File: src/hw/lms_defs.svh
// widths and counts for the fixed-point LMS predictor; TAPS must be a multiple of LANES
`ifndef LMS_DEFS_SVH
`define LMS_DEFS_SVH

// filter size
`define TAPS      16 // coefficients and delay-line stages
`define LANES     8  // shared arithmetic lanes

// data widths
`define SAMPLE_W  16 // input samples and desired value
`define COEF_W    32 // coefficients and error

// Q16 fraction, so a coefficient of 1.0 is 1 << COEF_FRAC
`define COEF_FRAC 16

// one lane operand must hold a full sum of 16 products
`define ACC_W     56

// step size is 2^-mu_shift
`define MU_W      5

// value of every coefficient after reset
`define COEF_INIT 0

`endif

File: src/hw/lms_pkg.sv
// shared data types and enums; widths come from lms_defs.svh and all values are two's complement
`include "lms_defs.svh"

package lms_pkg;

	// payload types
	typedef logic signed [`SAMPLE_W-1:0] sample_t; // raw sample or desired value
	typedef logic signed [`COEF_W-1:0]   coef_t;   // Q.COEF_FRAC coefficient
	typedef logic signed [`COEF_W-1:0]   err_t;    // prediction error, same scale as desired
	typedef logic signed [`ACC_W-1:0]    acc_t;    // lane operand and result

	// operation issued to one lane
	typedef enum logic [1:0] {
		op_mul, // a * b
		op_mac, // held result + a * b
		op_add, // a + b
		op_sub  // a - b
	} lane_op_t;

	// sequencer phases, one pass runs dot through update
	typedef enum logic [2:0] {
		ph_idle,
		ph_dot,    // tap times coefficient, accumulated per lane
		ph_reduce, // pairwise tree down to one sum
		ph_error,  // desired minus prediction
		ph_scale,  // error times tap
		ph_update  // coefficient plus scaled product
	} phase_t;

endpackage

File: src/hw/arith_lane.sv
// single-cycle fixed-point lane; products and sums wrap to ACC_W bits without saturation
`timescale 1ns/1ps
`include "lms_defs.svh"

module arith_lane (
	input  logic               clk_operation,
	input  logic               rst,
	input  logic               start,
	input  lms_pkg::lane_op_t  op,
	input  lms_pkg::acc_t      a,
	input  lms_pkg::acc_t      b,
	output lms_pkg::acc_t      result,
	output logic               done
);

	import lms_pkg::*;

	acc_t product; // shared by mul and mac

	assign product = a * b; // low ACC_W bits kept

	// result is held between starts so mac can build on it
	always_ff @(posedge clk_operation) begin
		if (start) begin
			case (op)
				op_mul: result <= product;
				op_mac: result <= result + product;
				op_add: result <= a + b;
				op_sub: result <= a - b;
			endcase
		end
	end

	always_ff @(posedge clk_operation) begin
		if (!rst) begin
			done <= 1'b0;
		end else begin
			done <= start; // one pulse per start
		end
	end

	// done answers one cycle after start, before the lane is issued again
	a_done_latency: assert property (
		@(posedge clk_operation) disable iff (!rst)
		start |=> (done && !start)
	);

endmodule

File: config.mk
export PLATFORM = sky130hd
export DESIGN_NAME = arith_lane
export DESIGN_NICKNAME = d
export VERILOG_FILES = /design/src/hw/lms_pkg.sv /design/src/hw/arith_lane.sv
export VERILOG_INCLUDE_DIRS = /design/src /design/src/hw
export SDC_FILE = /design/constraint.sdc
export NUM_CORES = 2
export LEC_CHECK = 0
export ABC_AREA = 1
export BUFFER_PORTS_ARGS = -buffer_cell sky130_fd_sc_hd__clkbuf_2
export CAP_MARGIN = 10
export CORE_ASPECT_RATIO = 0.9
export CORE_UTILIZATION = 50
export CTS_CLUSTER_DIAMETER = 150
export DETAILED_ROUTE_END_ITERATION = 10
export PLACE_DENSITY = 0.75
export SYNTH_ARGS = -nofsm -noshare
export SYNTH_HDL_FRONTEND = slang
export SYNTH_SLANG_ARGS = --single-unit
File: constraint.sdc
create_clock -name clk_operation -period 25 [get_ports clk_operation]
set_input_delay 5 -clock clk_operation [delete_from_list [all_inputs] [get_ports clk_operation]]
set_output_delay 5 -clock clk_operation [all_outputs]
set_load 0.01 [all_outputs]
==> impl_metrics.prom <==
# TYPE chip_impl_metric gauge
chip_impl_metric{name="ctsResizeCount",unit=""} 0
chip_impl_metric{name="fp.dieW",unit="µm"} 377
chip_impl_metric{name="least_setup_slack_across_all_paths_after_layout",unit="ns"} 8.98
chip_impl_metric{name="ys.warnings.count",unit=""} 0
chip_impl_metric{name="whs",unit="ns"} 0.713
chip_impl_metric{name="postSynthCellCount",unit=""} 8757
chip_impl_metric{name="postRouteAntennaNets",unit=""} 0
chip_impl_metric{name="core-area",unit="µm²"} 125000
chip_impl_metric{name="floorplan.rows",unit=""} 123
chip_impl_metric{name="preCtsSetupSlack",unit="ns"} 8.94
chip_impl_metric{name="grt_util_all_layers",unit="%"} 34.8
chip_impl_info{name="rsz0062_at_grt",value="no"} 1
chip_impl_info{name="synthMostInstantiatedCell",value="inv_1"} 1
chip_impl_metric{name="routed_wl",unit="mm"} 217
chip_impl_metric{name="floorplan.die.height",unit="µm"} 340
chip_impl_metric{name="routed_via_density",unit=""} 5.38
chip_impl_metric{name="wl_cell",unit="µm"} 21.0
chip_impl_metric{name="report.final.slew_viol_count",unit=""} 0
chip_impl_info{name="yosysTopAreaCell",value="fa_1"} 1
chip_impl_metric{name="first_global_vias",unit=""} 58700
chip_impl_metric{name="syn_area",unit="µm²"} 63300
chip_impl_metric{name="yosys_top_cell_area_share",unit="%"} 43.7
chip_impl_info{name="synth_area_leaders",value="fa_1 44%, inv_1 16%, nand2_1 14%"} 1
chip_impl_metric{name="delay_contributed_by_the_slowest_stage_of_the_critical_path",unit="ns"} 0.89
chip_impl_metric{name="final_util",unit="%"} 52.5
chip_impl_metric{name="area_growth_syn_to_layout",unit="%"} 3.80
chip_impl_metric{name="io-pin-count",unit=""} 174
chip_impl_info{name="crit_type",value="input pin to register"} 1
chip_impl_metric{name="routabilityCongestion",unit=""} 1.04
chip_impl_metric{name="critPathArrivalTime",unit="ns"} 16.12
chip_impl_metric{name="asyncSetResetFlopFracSynth",unit="%"} 0
chip_impl_metric{name="initial_antenna_violation_count",unit=""} 10
chip_impl_metric{name="grt_max_degree",unit=""} 58
chip_impl_metric{name="1st_pass_router_iterations",unit=""} 6
chip_impl_info{name="critical_path.slowest_cell",value="nor4_1"} 1
chip_impl_info{name="worstSetupStartpointType",value="input pin"} 1
chip_impl_metric{name="synth.distinct_cells",unit=""} 61
chip_impl_info{name="cts_tree",value="built"} 1
chip_impl_metric{name="post_cts_hold_buffer_count",unit=""} 0
chip_impl_metric{name="finish.net_count",unit=""} 10600
chip_impl_metric{name="finalSetupTns",unit="ns"} 0
chip_impl_metric{name="timing.clock.skew",unit="ns"} 0.0130
chip_impl_info{name="synth_ff_type",value="edfxtp_1"} 1
chip_impl_metric{name="met3_length",unit="mm"} 24.8
chip_impl_metric{name="clk-insertion-delay-late",unit="ns"} 0.36
chip_impl_metric{name="die-area",unit="µm²"} 128000
chip_impl_metric{name="ys_seq_area_share",unit="%"} 2.69
chip_impl_metric{name="max_freq",unit="MHz"} 62.4
chip_impl_info{name="hold_path.class",value="register to register"} 1
chip_impl_metric{name="cts.htree.levels",unit=""} 3
chip_impl_metric{name="vias",unit=""} 55600
chip_impl_metric{name="clockBufferDepth",unit=""} 2
chip_impl_metric{name="net_count_after_synthesis",unit=""} 10700
chip_impl_metric{name="wl_met2",unit="mm"} 96.5
chip_impl_metric{name="grt-ovfl-total",unit=""} 0
chip_impl_metric{name="synth-edff-count",unit=""} 56
chip_impl_info{name="status",value="finished clean"} 1
chip_impl_metric{name="drtIter0Drc",unit=""} 5758
chip_impl_metric{name="drc_errors",unit=""} 0
chip_impl_metric{name="cp_max_fo",unit=""} 35
chip_impl_metric{name="cts_buffer_count",unit=""} 9
chip_impl_metric{name="wirelength_met1",unit="mm"} 84.0
chip_impl_metric{name="setup-violations-final",unit=""} 0
chip_impl_metric{name="n_fill_cell",unit=""} 12000
chip_impl_metric{name="post-cts-setup-buffers",unit=""} 0
chip_impl_metric{name="max_capacitance_violation_total",unit=""} 0
chip_impl_metric{name="timing.max_slew.rel_slack",unit="%"} 19.2
chip_impl_metric{name="place_hpwl",unit="mm"} 172
chip_impl_metric{name="drive_above_1_share",unit="%"} 4.07
chip_impl_metric{name="count_of_clock_tree_sinks",unit=""} 57
chip_impl_metric{name="timing.final.crit_share",unit="%"} 64.1
chip_impl_metric{name="portBuffers",unit=""} 173
chip_impl_info{name="cts_root_buffer",value="clkbuf_16"} 1
chip_impl_info{name="synth_common_cells",value="2773 x inv_1, 2322 x nand2_1, 1382 x fa_1, 429 x ha_1, 279 x nor2_1"} 1
chip_impl_metric{name="floorplan.initialDensity",unit="%"} 50.5
chip_impl_metric{name="cts.reportedPaths.clkPinSlew",unit="ns"} 0.06
chip_impl_metric{name="syn_area_per_cell",unit="µm²"} 7.23
chip_impl_metric{name="grt_first_pass_wirelength",unit="mm"} 339
chip_impl_info{name="highest-signal-layer",value="met5"} 1
chip_impl_metric{name="critPathRequiredTime",unit="ns"} 25.10
chip_impl_metric{name="post-route-min-period",unit="ns"} 16.02
chip_impl_info{name="cp_endpoint_kind",value="register"} 1
chip_impl_metric{name="flops_latches_synth",unit=""} 57
chip_impl_metric{name="tightest_slew",unit="ns"} 1.21
chip_impl_metric{name="final-hold-violation-count",unit=""} 0
routing by layer:
metal,global-route usage [%],vias up
met5,0,-
met4,15.2,12
met3,7.93,713
met2,55.2,3085
met1,45.5,27200
li1,-,24600
registers in the layout, summed over array words and instances, names as in the netlist:
signal,count
result,56
done,1
cell families (layout without fill, tap and decap cells):
kind of cell	Yosys count	in the layout	synth area share, %
AND/OR/NAND/NOR	2984	2984	18.9
buffers and inverters	3155	3045	18.8
adder cells (fa/ha/maj)	1811	1811	52.2
XOR/XNOR	135	135	1.87
flip-flops	57	57	2.69
AO/OA/AOI/OAI	615	615	5.60
other	0	3	0
layout by cell type, fill, tap and decap left out, types with 4 or more instances in the layout:
master / instances
nor2_1: 278
a21o_1: 19
nand2_1: 2322
o221ai_1: 10
a31oi_1: 60
o21ai_2: 5
inv_1: 2773
nand3_1: 211
fa_1: 1382
and3_1: 8
and2_1: 6
a21boi_0: 5
nand3b_1: 18
clkbuf_2: 173
o21ai_0: 162
nor4_1: 23
ha_1: 429
nor3_1: 32
or2_2: 39
o21ai_1: 9
nand4_1: 19
a21oi_1: 259
nand2_2: 4
clkbuf_16: 9
o21bai_1: 13
buf_4: 79
xnor2_1: 51
o31ai_1: 10
o211ai_1: 19
o21a_1: 12
edfxtp_1: 56
nor2_2: 8
nor2_4: 5
a21oi_2: 10
xor2_1: 84
or2_1: 4
worst paths after layout:
kind | startpoint | endpoint | slack [ns] | cells past startpoint
max reg2reg | result[0] | result[52] | 21.31 | 19
min | result[0] | result[0] | 0.71 | 3
max | b[2] | result[49] | 8.98 | 40
min reg2reg | result[0] | result[0] | 0.71 | 3
per-stage QoR:
stage | instances | cell area, µm²
6_report | 10300 | 65700
2_1_floorplan | 8757 | 63300
3_5_place_dp | 10300 | 65400
3_3_place_gp | 10300 | 65400
5_1_grt | 10300 | 65700
4_1_cts | 10300 | 65700
worst max-delay path: cells and delay by family:
family	cells	cell delay [ns]
compound gates	9	1.62
xor+xnor	1	0.52
fa+ha+maj	11	4.96
buf+inv	10	1.91
simple gates	9	2.06
cell type report:
type | instances | area (µm²) | area share [%]
multi-input combinational | 5545 | 49700 | 75.6
inverter | 2777 | 10400 | 15.9
tap | 1687 | 2110 | 3.21
sequential | 57 | 1700 | 2.59
timing repair buffer | 252 | 1460 | 2.22
clock buffer | 9 | 225 | 0.343
clock inverter | 7 | 80.1 | 0.122
antenna | 3 | 7.51 | 0.0114
Power is left out: the tool's default activity adds up to more than one toggle a clock period on the data nets, which glitch-free logic cannot reach.
