$ cat src/hw/lms_defs.svh
// widths and counts for the fixed-point LMS predictor; TAPS must be a multiple of LANES
`ifndef LMS_DEFS_SVH
`define LMS_DEFS_SVH

// filter size
`define TAPS      16 // coefficients and delay-line stages
`define LANES     8  // shared arithmetic lanes

// data widths
`define SAMPLE_W  16 // input samples and desired value
`define COEF_W    32 // coefficients and error

// Q16 fraction, so a coefficient of 1.0 is 1 << COEF_FRAC
`define COEF_FRAC 16

// one lane operand must hold a full sum of 16 products
`define ACC_W     56

// step size is 2^-mu_shift
`define MU_W      5

// value of every coefficient after reset
`define COEF_INIT 0

`endif

$ cat src/hw/lms_pkg.sv
// shared data types and enums; widths come from lms_defs.svh and all values are two's complement
`include "lms_defs.svh"

package lms_pkg;

	// payload types
	typedef logic signed [`SAMPLE_W-1:0] sample_t; // raw sample or desired value
	typedef logic signed [`COEF_W-1:0]   coef_t;   // Q.COEF_FRAC coefficient
	typedef logic signed [`COEF_W-1:0]   err_t;    // prediction error, same scale as desired
	typedef logic signed [`ACC_W-1:0]    acc_t;    // lane operand and result

	// operation issued to one lane
	typedef enum logic [1:0] {
		op_mul, // a * b
		op_mac, // held result + a * b
		op_add, // a + b
		op_sub  // a - b
	} lane_op_t;

	// sequencer phases, one pass runs dot through update
	typedef enum logic [2:0] {
		ph_idle,
		ph_dot,    // tap times coefficient, accumulated per lane
		ph_reduce, // pairwise tree down to one sum
		ph_error,  // desired minus prediction
		ph_scale,  // error times tap
		ph_update  // coefficient plus scaled product
	} phase_t;

endpackage

$ cat src/hw/tap_delay_line.sv
// taps and desired hold no reset value; only full is valid right after reset
`timescale 1ns/1ps
`include "lms_defs.svh"

module tap_delay_line (
	input  logic              clk_operation,
	input  logic              rst,
	input  logic              sample_strobe,
	input  lms_pkg::sample_t  signal,
	input  lms_pkg::sample_t  signal_lag,
	output lms_pkg::sample_t  taps [`TAPS],
	output lms_pkg::sample_t  desired,
	output logic              full
);

	import lms_pkg::*;

	localparam int CNT_W = $clog2(`TAPS) + 1;
	localparam logic [CNT_W-1:0] FILL_MAX = CNT_W'(`TAPS);

	logic [CNT_W-1:0] fill_cnt; // strobes seen, stops at TAPS

	// shift register, index 0 is the newest sample
	always_ff @(posedge clk_operation) begin
		if (sample_strobe) begin
			taps[0] <= signal;
			for (int i = 1; i < `TAPS; i++) begin
				taps[i] <= taps[i-1];
			end
			desired <= signal_lag; // lines up with the sample just taken
		end
	end

	always_ff @(posedge clk_operation) begin
		if (!rst) begin
			fill_cnt <= '0;
		end else if (sample_strobe && !full) begin
			fill_cnt <= fill_cnt + 1'b1; // saturates once the line is full
		end
	end

	assign full = (fill_cnt == FILL_MAX);

	// once full, the line stays full until the next reset
	a_full_sticky: assert property (
		@(posedge clk_operation) disable iff (!rst)
		full |=> full
	);

endmodule

$ cat config.mk
export PLATFORM = sky130hd
export DESIGN_NAME = tap_delay_line
export DESIGN_NICKNAME = d
export VERILOG_FILES = /design/src/hw/lms_pkg.sv /design/src/hw/tap_delay_line.sv
export VERILOG_INCLUDE_DIRS = /design/src /design/src/hw
export SDC_FILE = /design/constraint.sdc
export NUM_CORES = 1
export LEC_CHECK = 0
export ABC_AREA = 1
export BUFFER_PORTS_ARGS = -buffer_cell sky130_fd_sc_hd__buf_2
export CAP_MARGIN = 40
export CORE_ASPECT_RATIO = 1.4
export CORE_MARGIN = 3
export CORE_UTILIZATION = 50
export CTS_CLUSTER_DIAMETER = 40
export DETAILED_ROUTE_END_ITERATION = 12
export HOLD_SLACK_MARGIN = 0.1
export PLACE_DENSITY = 0.81
export SLEW_MARGIN = 0
export SYNTH_ARGS = -nofsm -noshare
export SYNTH_HDL_FRONTEND = slang
export SYNTH_SLANG_ARGS = --single-unit
$ cat constraint.sdc
create_clock -name clk_operation -period 2.9 [get_ports clk_operation]
set_input_delay 0.29 -clock clk_operation [delete_from_list [all_inputs] [get_ports clk_operation]]
set_output_delay 0.29 -clock clk_operation [all_outputs]
set_load 0.05 [all_outputs]
==> flow_summary.json, run 1 <==
{
  "status": "complete, no violations",
  "slew_violations": 0,
  "irDropWorstVdd_mv": 0.696,
  "worst_setup_path_start_kind": "flip-flop",
  "crit_path_frequent_cell": "inv_1",
  "dp_hpwl_microns": 12800,
  "post-route-period-util_pct": 71.2,
  "grt_pass1_vias": 4715,
  "powerDensity_nw_per_um2": 821,
  "final-setup-viol-count": 0,
  "rows": 55,
  "crit_slowest_cell": "dfxtp_1",
  "io_buffers": 307,
  "routed_wl_microns": 18900,
  "core-area_sq_um": 16400,
  "viasPerCell": 4.94,
  "path_cells": "inv_1, ha_1, nand2_1, inv_1, nand2_1, inv_1, buf_2",
  "final_core_util_pct": 70.7,
  "area_delta_synth_final_pct": 37.3,
  "yosysTopAreaCellShare_pct": 96.9,
  "cts-htree-levels": 1,
  "endpoint_kind": "primary output",
  "synthCells": 312,
  "start_util_pct": 51.5,
  "tns_ns": 0,
  "drt_first_pass_iters": 4,
  "clk_pin_slew_ns": 0.07,
  "tightest_slew_ns": 0.712,
  "numCtsBuffers": 28,
  "skew_ns": 0.0136,
  "r2r-end": "fill_cnt[1]",
  "drt_iter0_drc": 410,
  "cp.required_ns": 2.61,
  "fin_nets": 728,
  "cpPeakStageDelay_ns": 0.41,
  "die_area_sq_um": 18500,
  "rsz0062_at_grt": "false",
  "drive_above_1_share_pct": 50.6,
  "vias": 4504,
  "synth_most_common_cell": "edfxtp_1",
  "antennaDiodeCount": 0,
  "synth_cell_types": 10,
  "slew-limit-headroom_pct": 52.5,
  "critPathKind": "flip-flop to primary output",
  "async_flop_share_pct": 0,
  "grt.total_usage_pct": 19.8,
  "ff2ff_path_depth": 8,
  "timing.reg2reg.setup_slack_ns": 1.56,
  "cts-root-buf": "clkbuf_16",
  "leakage_nw": 4.64,
  "timing.fmax_ghz": 0.484,
  "io_pins": 308,
  "gr-total-overflow": 0,
  "drc": 0,
  "fin_crit_ns": 2.06,
  "syn_area_sq_um": 8430,
  "synth_flop_cell": "edfxtp_1",
  "ys_top_cells_by_count": "272 x edfxtp_1, 11 x nand2_1, 7 x nor2_1",
  "grt_max_degree": 95,
  "clkSinkCount": 277,
  "ys_seq_area_share_pct": 98.1,
  "synth_area_leader_cell": "edfxtp_1",
  "clock_latency_ns": 0.52,
  "synth_edf_count": 272,
  "hp-start": "sample_strobe",
  "arrival_ns": 1.77,
  "finalHoldViolCount": 0,
  "hold_depth": 1,
  "fp.dieH_microns": 160,
  "worstHoldPathType": "input port to flip-flop",
  "antenna_found_initial": 0,
  "crit_start": "fill_cnt[0]",
  "cts.path.max_buffers": 3,
  "ant_nets": 0,
  "gp_congestion": 0.798,
  "synth-seq-cells": 277,
  "timing.rr.start": "fill_cnt[0]",
  "whs_endpoint": "taps[217]",
  "chipWidth_microns": 116,
  "yosysWarnings": 0,
  "grt_pass1_wl_microns": 27600,
  "ys_top_cells_by_area": "edfxtp_1 97%, dfxtp_1 1.2%, nand2_1 0.49%",
  "cts_tree": "done",
  "syn-num-nets": 349,
  "drv_cap": 0,
  "path_max_fanout": 6,
  "synth_area_per_cell_sq_um": 27.0,
  "wl_per_cell_microns": 20.7,
  "cts-resized-gates": 0
}
## per-layer routing
metal | GRT usage (%) | vias up | wire length (microns)
li1 | - | 2003 | -
met5 | 0 | - | 0
met3 | 6.52 | 34 | 1860
met4 | 5.96 | 0 | 425
met2 | 35.4 | 268 | 9980
met1 | 22.2 | 2199 | 6600
## area by class of cell
type	instances	area (sq um)
inverter	6	22.5
fill	972	4800
clock inverter	16	168
tap	199	249
timing repair buffer	349	1960
multi-input combinational	29	139
clock buffer	36	772
sequential	277	8270
## how the worst max path moves through the flow
stage / slack [ns] / depth (start not counted) / end
finish: 0.84 / 7 / full
global route: 0.74 / 7 / full
CTS: 0.84 / 7 / full
detailed placement: 1.29 / 2 / taps[29]
global placement: 1.35 / 2 / taps[29]
floorplan: 1.59 / 6 / full
## flip-flops by register name, indices dropped and copies added (netlist names)
register	flops
taps	256
fill_cnt	5
desired	16
## worst max-delay path, delay by kind of cell, from the launching register on
family	cells	cell delay, ns
buf+inv	4	0.39
flops	1	0.41
simple gates	2	0.23
fa+ha+maj	1	0.22
## cell usage in the layout (no fill, tap or decap), drive strengths merged
master | synthesis | layout
clkinvlp | 0 | 3
nor3 | 1 | 1
edfxtp | 272 | 272
dlygate4sd3 | 0 | 33
clkinv | 0 | 11
nand2 | 11 | 11
ha | 2 | 2
a21oi | 4 | 4
clkbuf | 0 | 36
nor2 | 8 | 8
dfxtp | 5 | 5
inv | 6 | 6
bufinv | 0 | 2
nand3 | 3 | 3
buf | 0 | 316
## power by group
part           internal [mW]  leakage, nW  switching (mW)
sequential              4.67         2.70           0.126
clock                   2.08        0.449            1.45
combinational          0.204         1.48           0.966
total                   6.96         4.64            2.54
## cells by family (layout without fill, tap and decap cells)
family / after synthesis / after routing / share of synthesized area (%)
AND/OR/NAND/NOR: 23 / 23 / 1.11
flip-flops: 277 / 277 / 98.1
AO/OA/AOI/OAI: 4 / 4 / 0.238
buffers and inverters: 6 / 407 / 0.267
adder cells (fa/ha/maj): 2 / 2 / 0.297
## metrics by stage
| stage | hold WS, ns | std cells | power, mW | setup WS, ns | area [sq um] |
|---|---|---|---|---|---|
| 2_1_floorplan | 0.389 | 312 | 5.64 | 1.59 | 8430 |
| 3_3_place_gp | 0.426 | 827 | 5.98 | 1.35 | 10300 |
| 3_5_place_dp | 0.427 | 827 | 6.02 | 1.29 | 10300 |
| 4_1_cts | 0.282 | 912 | 9.57 | 0.843 | 11600 |
| 5_1_grt | 0.308 | 912 | 9.79 | 0.736 | 11600 |
| 6_report | 0.275 | 912 | 9.50 | 0.835 | 11600 |
## repair_timing
| action | 4_1_cts | 5_1_grt |
|---|---|---|
| hold buffers | 33 | 0 |
| setup buffers | 0 | 0 |
| endpoints found under the hold margin | 37 | 0 |
Power figures use the tool's default switching activity.
==> inputs of run 2 (changes only) <==
--- a/config.mk
+++ b/config.mk
@@ -11,11 +11,11 @@
 export CAP_MARGIN = 40
 export CORE_ASPECT_RATIO = 1.4
 export CORE_MARGIN = 3
-export CORE_UTILIZATION = 50
+export CORE_UTILIZATION = 49
 export CTS_CLUSTER_DIAMETER = 40
 export DETAILED_ROUTE_END_ITERATION = 12
 export HOLD_SLACK_MARGIN = 0.1
-export PLACE_DENSITY = 0.81
+export PLACE_DENSITY = 0.79
 export SLEW_MARGIN = 0
 export SYNTH_ARGS = -nofsm -noshare
 export SYNTH_HDL_FRONTEND = slang
==> constraint.sdc (replaced) <==
create_clock -name clk_operation -period 2 [get_ports clk_operation]
set_input_delay 0.2 -clock clk_operation [delete_from_list [all_inputs] [get_ports clk_operation]]
set_output_delay 0.2 -clock clk_operation [all_outputs]
set_load 0.05 [all_outputs]
==> flow_summary.json, run 2 (same netlist as run 1, synthesis figures left out) <==
{
  "arrival_ns": 1.70,
  "gp_congestion": 0.797,
  "grt_max_degree": 78,
  "vias": 4518,
  "fin_crit_ns": 1.90,
  "clkSinkCount": 277,
  "drive_above_1_share_pct": 50.2,
  "fill_cells": 1044,
  "final_cells": 906,
  "path_cells": "inv_1, ha_1, nand2_1, inv_1, nand2_2, inv_1, buf_2",
  "area_delta_synth_final_pct": 36.4,
  "io_pins": 308,
  "rows": 56,
  "viasPerCell": 4.99,
  "cts-root-buf": "clkbuf_16",
  "final_area_sq_um": 11500,
  "routed_wl_microns": 18700,
  "chipWidth_microns": 117,
  "worst_setup_path_start_kind": "flip-flop",
  "status": "complete, no violations",
  "skew_ns": 0.0128,
  "fp.dieH_microns": 161,
  "drc": 0,
  "wl_per_cell_microns": 20.7,
  "crit_path_frequent_cell": "inv_1",
  "antenna_found_initial": 0,
  "leakage_nw": 4.60,
  "pre_cts_ws_ns": 0.589,
  "largest_reg_flops": 256,
  "dp_hpwl_microns": 12800,
  "endpoint_kind": "primary output",
  "irDropWorstVdd_mv": 0.984,
  "cts_tree": "done",
  "critPathKind": "flip-flop to primary output",
  "grt_pass1_vias": 4733,
  "grt_pass1_wl_microns": 27400,
  "tightest_slew_ns": 0.405,
  "clk_pin_slew_ns": 0.06,
  "fin_nets": 725,
  "cts-htree-levels": 1,
  "cpPeakStageDelay_ns": 0.39,
  "rsz0062_at_grt": "false",
  "io_buffers": 307,
  "dp_cells": 828,
  "path_max_fanout": 6,
  "drt_iter0_drc": 334,
  "drt_first_pass_iters": 4,
  "regMostFlops": "taps",
  "grt.total_usage_pct": 19.3,
  "powerDensity_nw_per_um2": 1170,
  "numCtsBuffers": 27,
  "slew_violations": 0,
  "layout_commonest_cell": "buf_2",
  "die_area_sq_um": 18800,
  "drv_cap": 0,
  "timing.fmax_ghz": 0.527,
  "cp.buffers_inverters": 4,
  "path_delay_family": "buffers and inverters",
  "antennaDiodeCount": 0,
  "hold_slack_ns": 0.400,
  "start_util_pct": 50.1,
  "ant_nets": 0,
  "core-area_sq_um": 16800,
  "final-setup-viol-count": 0,
  "largestRegisters": "taps x256, desired x16, fill_cnt x5",
  "tns_ns": 0,
  "cp.required_ns": 1.80,
  "crit_slowest_cell": "dfxtp_1",
  "gr-total-overflow": 0,
  "worstHoldPathType": "input port to flip-flop",
  "finalHoldViolCount": 0,
  "post-route-period-util_pct": 94.8,
  "cts.path.max_buffers": 3,
  "dpl_cell_area_sq_um": 10300,
  "final_cell_mix": "306 x buf_2, 272 x edfxtp_1, 34 x dlygate4sd3_1",
  "slew-limit-headroom_pct": 73.0,
  "cts_setup_buffers": 0,
  "layout_setup_ws_ns": 0.104,
  "clock_latency_ns": 0.51
}
## run 2: cell count changes in the layout (fill, tap and decap cells not counted), sizes merged
cell         change
bufinv           +1
inv              +3
clkinvlp         -3
dlygate4sd3      +1
buf              -3
clkinv           -4
clkbuf           -5
## run 2: through the flow
stage	total power [mW]	util (%)
3_5_place_dp	8.73	61.3
5_1_grt	13.9	68.4
4_1_cts	13.6	68.4
6_report	13.5	68.4
3_3_place_gp	8.69	61.3
2_1_floorplan	8.18	-
## run 2: cell type report
class,instances,area [sq um],area share (%)
well taps,203,254,2.21
multi-input cells,29,141,1.23
flip-flops and latches,277,8270,71.9
inverters,6,22.5,0.196
repair buffers,347,1970,17.1
clock buffers,31,691,6.01
clock inverters,13,153,1.33
## run 2: worst register-to-register path, stage by stage (launching register included)
cell and delay (ns):
dfxtp_1 0.39, inv_1 0.07, ha_1 0.19, nand2_1 0.08, inv_1 0.05, nand2_2 0.12
nand3_1 0.08, nand2_1 0.09, nor2_1 0.06
## run 2: final timing paths
kind	start	to	slack, ns	depth (start not counted)
min reg2reg	taps[183]	taps[167]	0.44	0
max	fill_cnt[1]	full	0.10	7
max reg2reg	fill_cnt[1]	fill_cnt[0]	0.76	8
min	signal[3]	taps[243]	0.40	2
## run 2: where the power goes
group	switching, mW	internal, mW	leakage [nW]
sequential	0.177	6.78	2.70
clock	1.97	2.86	0.417
combinational	1.41	0.298	1.48
## run 2: layer usage
metal	part of all wire, %	vias to the layer above	track usage, %
li1	-	1982	-
met3	12	41	7.50
met1	35	2195	21.7
met2	50	300	33.0
met4	2.7	0	6.94
met5	0	-	0
## run 2: what timing repair did
action                                  CTS  global route
resized for setup                         0             2
endpoints found under the hold margin    71             0
hold buffers                             34             0
endpoints found under the setup margin    0             1
==> inputs of run 3 (changes only) <==
--- a/config.mk
+++ b/config.mk
@@ -11,11 +11,10 @@
 export CAP_MARGIN = 40
 export CORE_ASPECT_RATIO = 1.4
 export CORE_MARGIN = 3
-export CORE_UTILIZATION = 49
+export CORE_UTILIZATION = 33
 export CTS_CLUSTER_DIAMETER = 40
 export DETAILED_ROUTE_END_ITERATION = 12
 export HOLD_SLACK_MARGIN = 0.1
-export PLACE_DENSITY = 0.79
 export SLEW_MARGIN = 0
 export SYNTH_ARGS = -nofsm -noshare
 export SYNTH_HDL_FRONTEND = slang
==> flow_summary.json, run 3 (same netlist as run 1, synthesis figures left out) <==
{
  "total_power_mw": 14.5,
  "critPathKind": "flip-flop to primary output",
  "start_util_pct": 33.8,
  "slew_violations": 0,
  "cts-htree-levels": 1,
  "skew_ns": 0.00746,
  "clockPowerShare_pct": 40.6,
  "antennaDiodeCount": 0,
  "p_int_mw": 10.8,
  "drt_iter0_drc": 198,
  "chipWidth_microns": 141,
  "status": "complete, no violations",
  "irDropWorstVdd_mv": 0.898,
  "swShare_pct": 26.0,
  "drv_cap": 0,
  "ant_nets": 0,
  "vias": 4510,
  "post-route-period-util_pct": 94.8,
  "fin_nets": 728,
  "endpoint_kind": "primary output",
  "largest_reg_flops": 256,
  "cts-root-buf": "clkbuf_16",
  "tns_ns": 0,
  "routed_wl_microns": 18200,
  "power.switching_mw": 3.79,
  "grt_pass1_vias": 4688,
  "crit_path_frequent_cell": "inv_1",
  "numCtsBuffers": 31,
  "timing.rr.start": "fill_cnt[1]",
  "worst_setup_path_start_kind": "flip-flop",
  "fp.dieH_microns": 195,
  "clk_pin_slew_ns": 0.06,
  "timing.fmax_ghz": 0.527,
  "tightest_slew_ns": 0.347,
  "path_cells": "inv_1, ha_1, nand2_1, inv_1, nand2_1, inv_1, buf_2",
  "path_delay_family": "flip-flops",
  "grt_max_degree": 66,
  "final_cells": 1030,
  "regMostFlops": "taps",
  "powerDensity_nw_per_um2": 1220,
  "cp.buffers_inverters": 4,
  "clkSinkCount": 277,
  "drc": 0,
  "p_comb_share_pct": 11.7,
  "drive_above_1_share_pct": 50.8,
  "rows": 68,
  "finalHoldViolCount": 0,
  "ff2ff_path_depth": 8,
  "viasPerCell": 4.38,
  "io_pins": 308,
  "path_max_fanout": 6,
  "drt_first_pass_iters": 4,
  "layout_commonest_cell": "buf_2",
  "hp-start": "signal[5]",
  "cts_tree": "done",
  "core-area_sq_um": 24900,
  "final-setup-viol-count": 0,
  "largestRegisters": "taps x256, desired x16, fill_cnt x5",
  "area_delta_synth_final_pct": 41.3,
  "leakage_nw": 4.72,
  "cp.required_ns": 1.80,
  "cts_setup_buffers": 0,
  "grt.total_usage_pct": 12.3,
  "worstHoldPathType": "input port to flip-flop",
  "final_core_util_pct": 47.8,
  "die_area_sq_um": 27500,
  "cpPeakStageDelay_ns": 0.39,
  "timing.reg2reg.setup_slack_ns": 0.75,
  "fin_crit_ns": 1.90,
  "dp_cells": 939,
  "io_buffers": 307,
  "final_cell_mix": "306 x buf_2, 272 x edfxtp_1, 35 x clkbuf_16",
  "dp_hpwl_microns": 12600,
  "clock_latency_ns": 0.53,
  "antenna_found_initial": 0,
  "grt_pass1_wl_microns": 27000,
  "gp_congestion": 0.827,
  "seqPwrFrac_pct": 47.7,
  "wl_per_cell_microns": 17.7,
  "r2r-end": "fill_cnt[1]",
  "rsz0062_at_grt": "false",
  "slew-limit-headroom_pct": 76.9,
  "cts.path.max_buffers": 3,
  "arrival_ns": 1.70,
  "crit_slowest_cell": "dfxtp_1",
  "gr-total-overflow": 0,
  "hold_depth": 2,
  "whs_endpoint": "taps[245]"
}
run 3: layout make-up:
cell class	instances	area, sq um
Multi-Input combinational cell	29	139
Clock inverter	14	175
Fill cell	2098	13000
Sequential cell	277	8270
Timing Repair Buffer	346	1970
Inverter	6	22.5
Tap cell	315	394
Clock buffer	43	936
run 3: timing repair:
action	CTS	global route
gates resized for setup	0	1
hold buffers	34	0
endpoints found under the setup margin	0	1
endpoints found under the hold margin	65	0
run 3: worst max-delay path by stage:
stage	startpoint	to	cells after the start
finish	fill_cnt[1]	full	7
global route	fill_cnt[1]	full	7
CTS	fill_cnt[0]	full	7
detailed placement	fill_cnt[0]	full	7
global placement	fill_cnt[0]	full	7
floorplan	fill_cnt[0]	full	6
run 3: power by group through the flow:
stage	logic, mW	clock network (mW)	registers, mW
2_1_floorplan	0.0141	0	8.17
3_3_place_gp	1.64	0	7.05
3_5_place_dp	1.66	0	7.07
4_1_cts	1.71	6.09	6.95
5_1_grt	1.75	6.31	6.98
6_report	1.70	5.90	6.94
run 3: stage by stage:
stage	hold slack [ns]	setup slack, ns	cell area, sq um
floorplan	0.299	0.779	8430
global placement	0.376	0.661	10500
detailed placement	0.378	0.613	10500
CTS	0.336	0.0303	11900
global route	0.350	0.00385	11900
finish	0.377	0.104	11900
run 3: metal layers:
metal | share of wire (%) | vias up | global-route usage (%)
met2 | 49 | 264 | 21.0
met1 | 38 | 2207 | 14.5
li1 | - | 2006 | -
met4 | 2.5 | 0 | 3.84
met3 | 10 | 33 | 4.14
met5 | 0 | - | 0
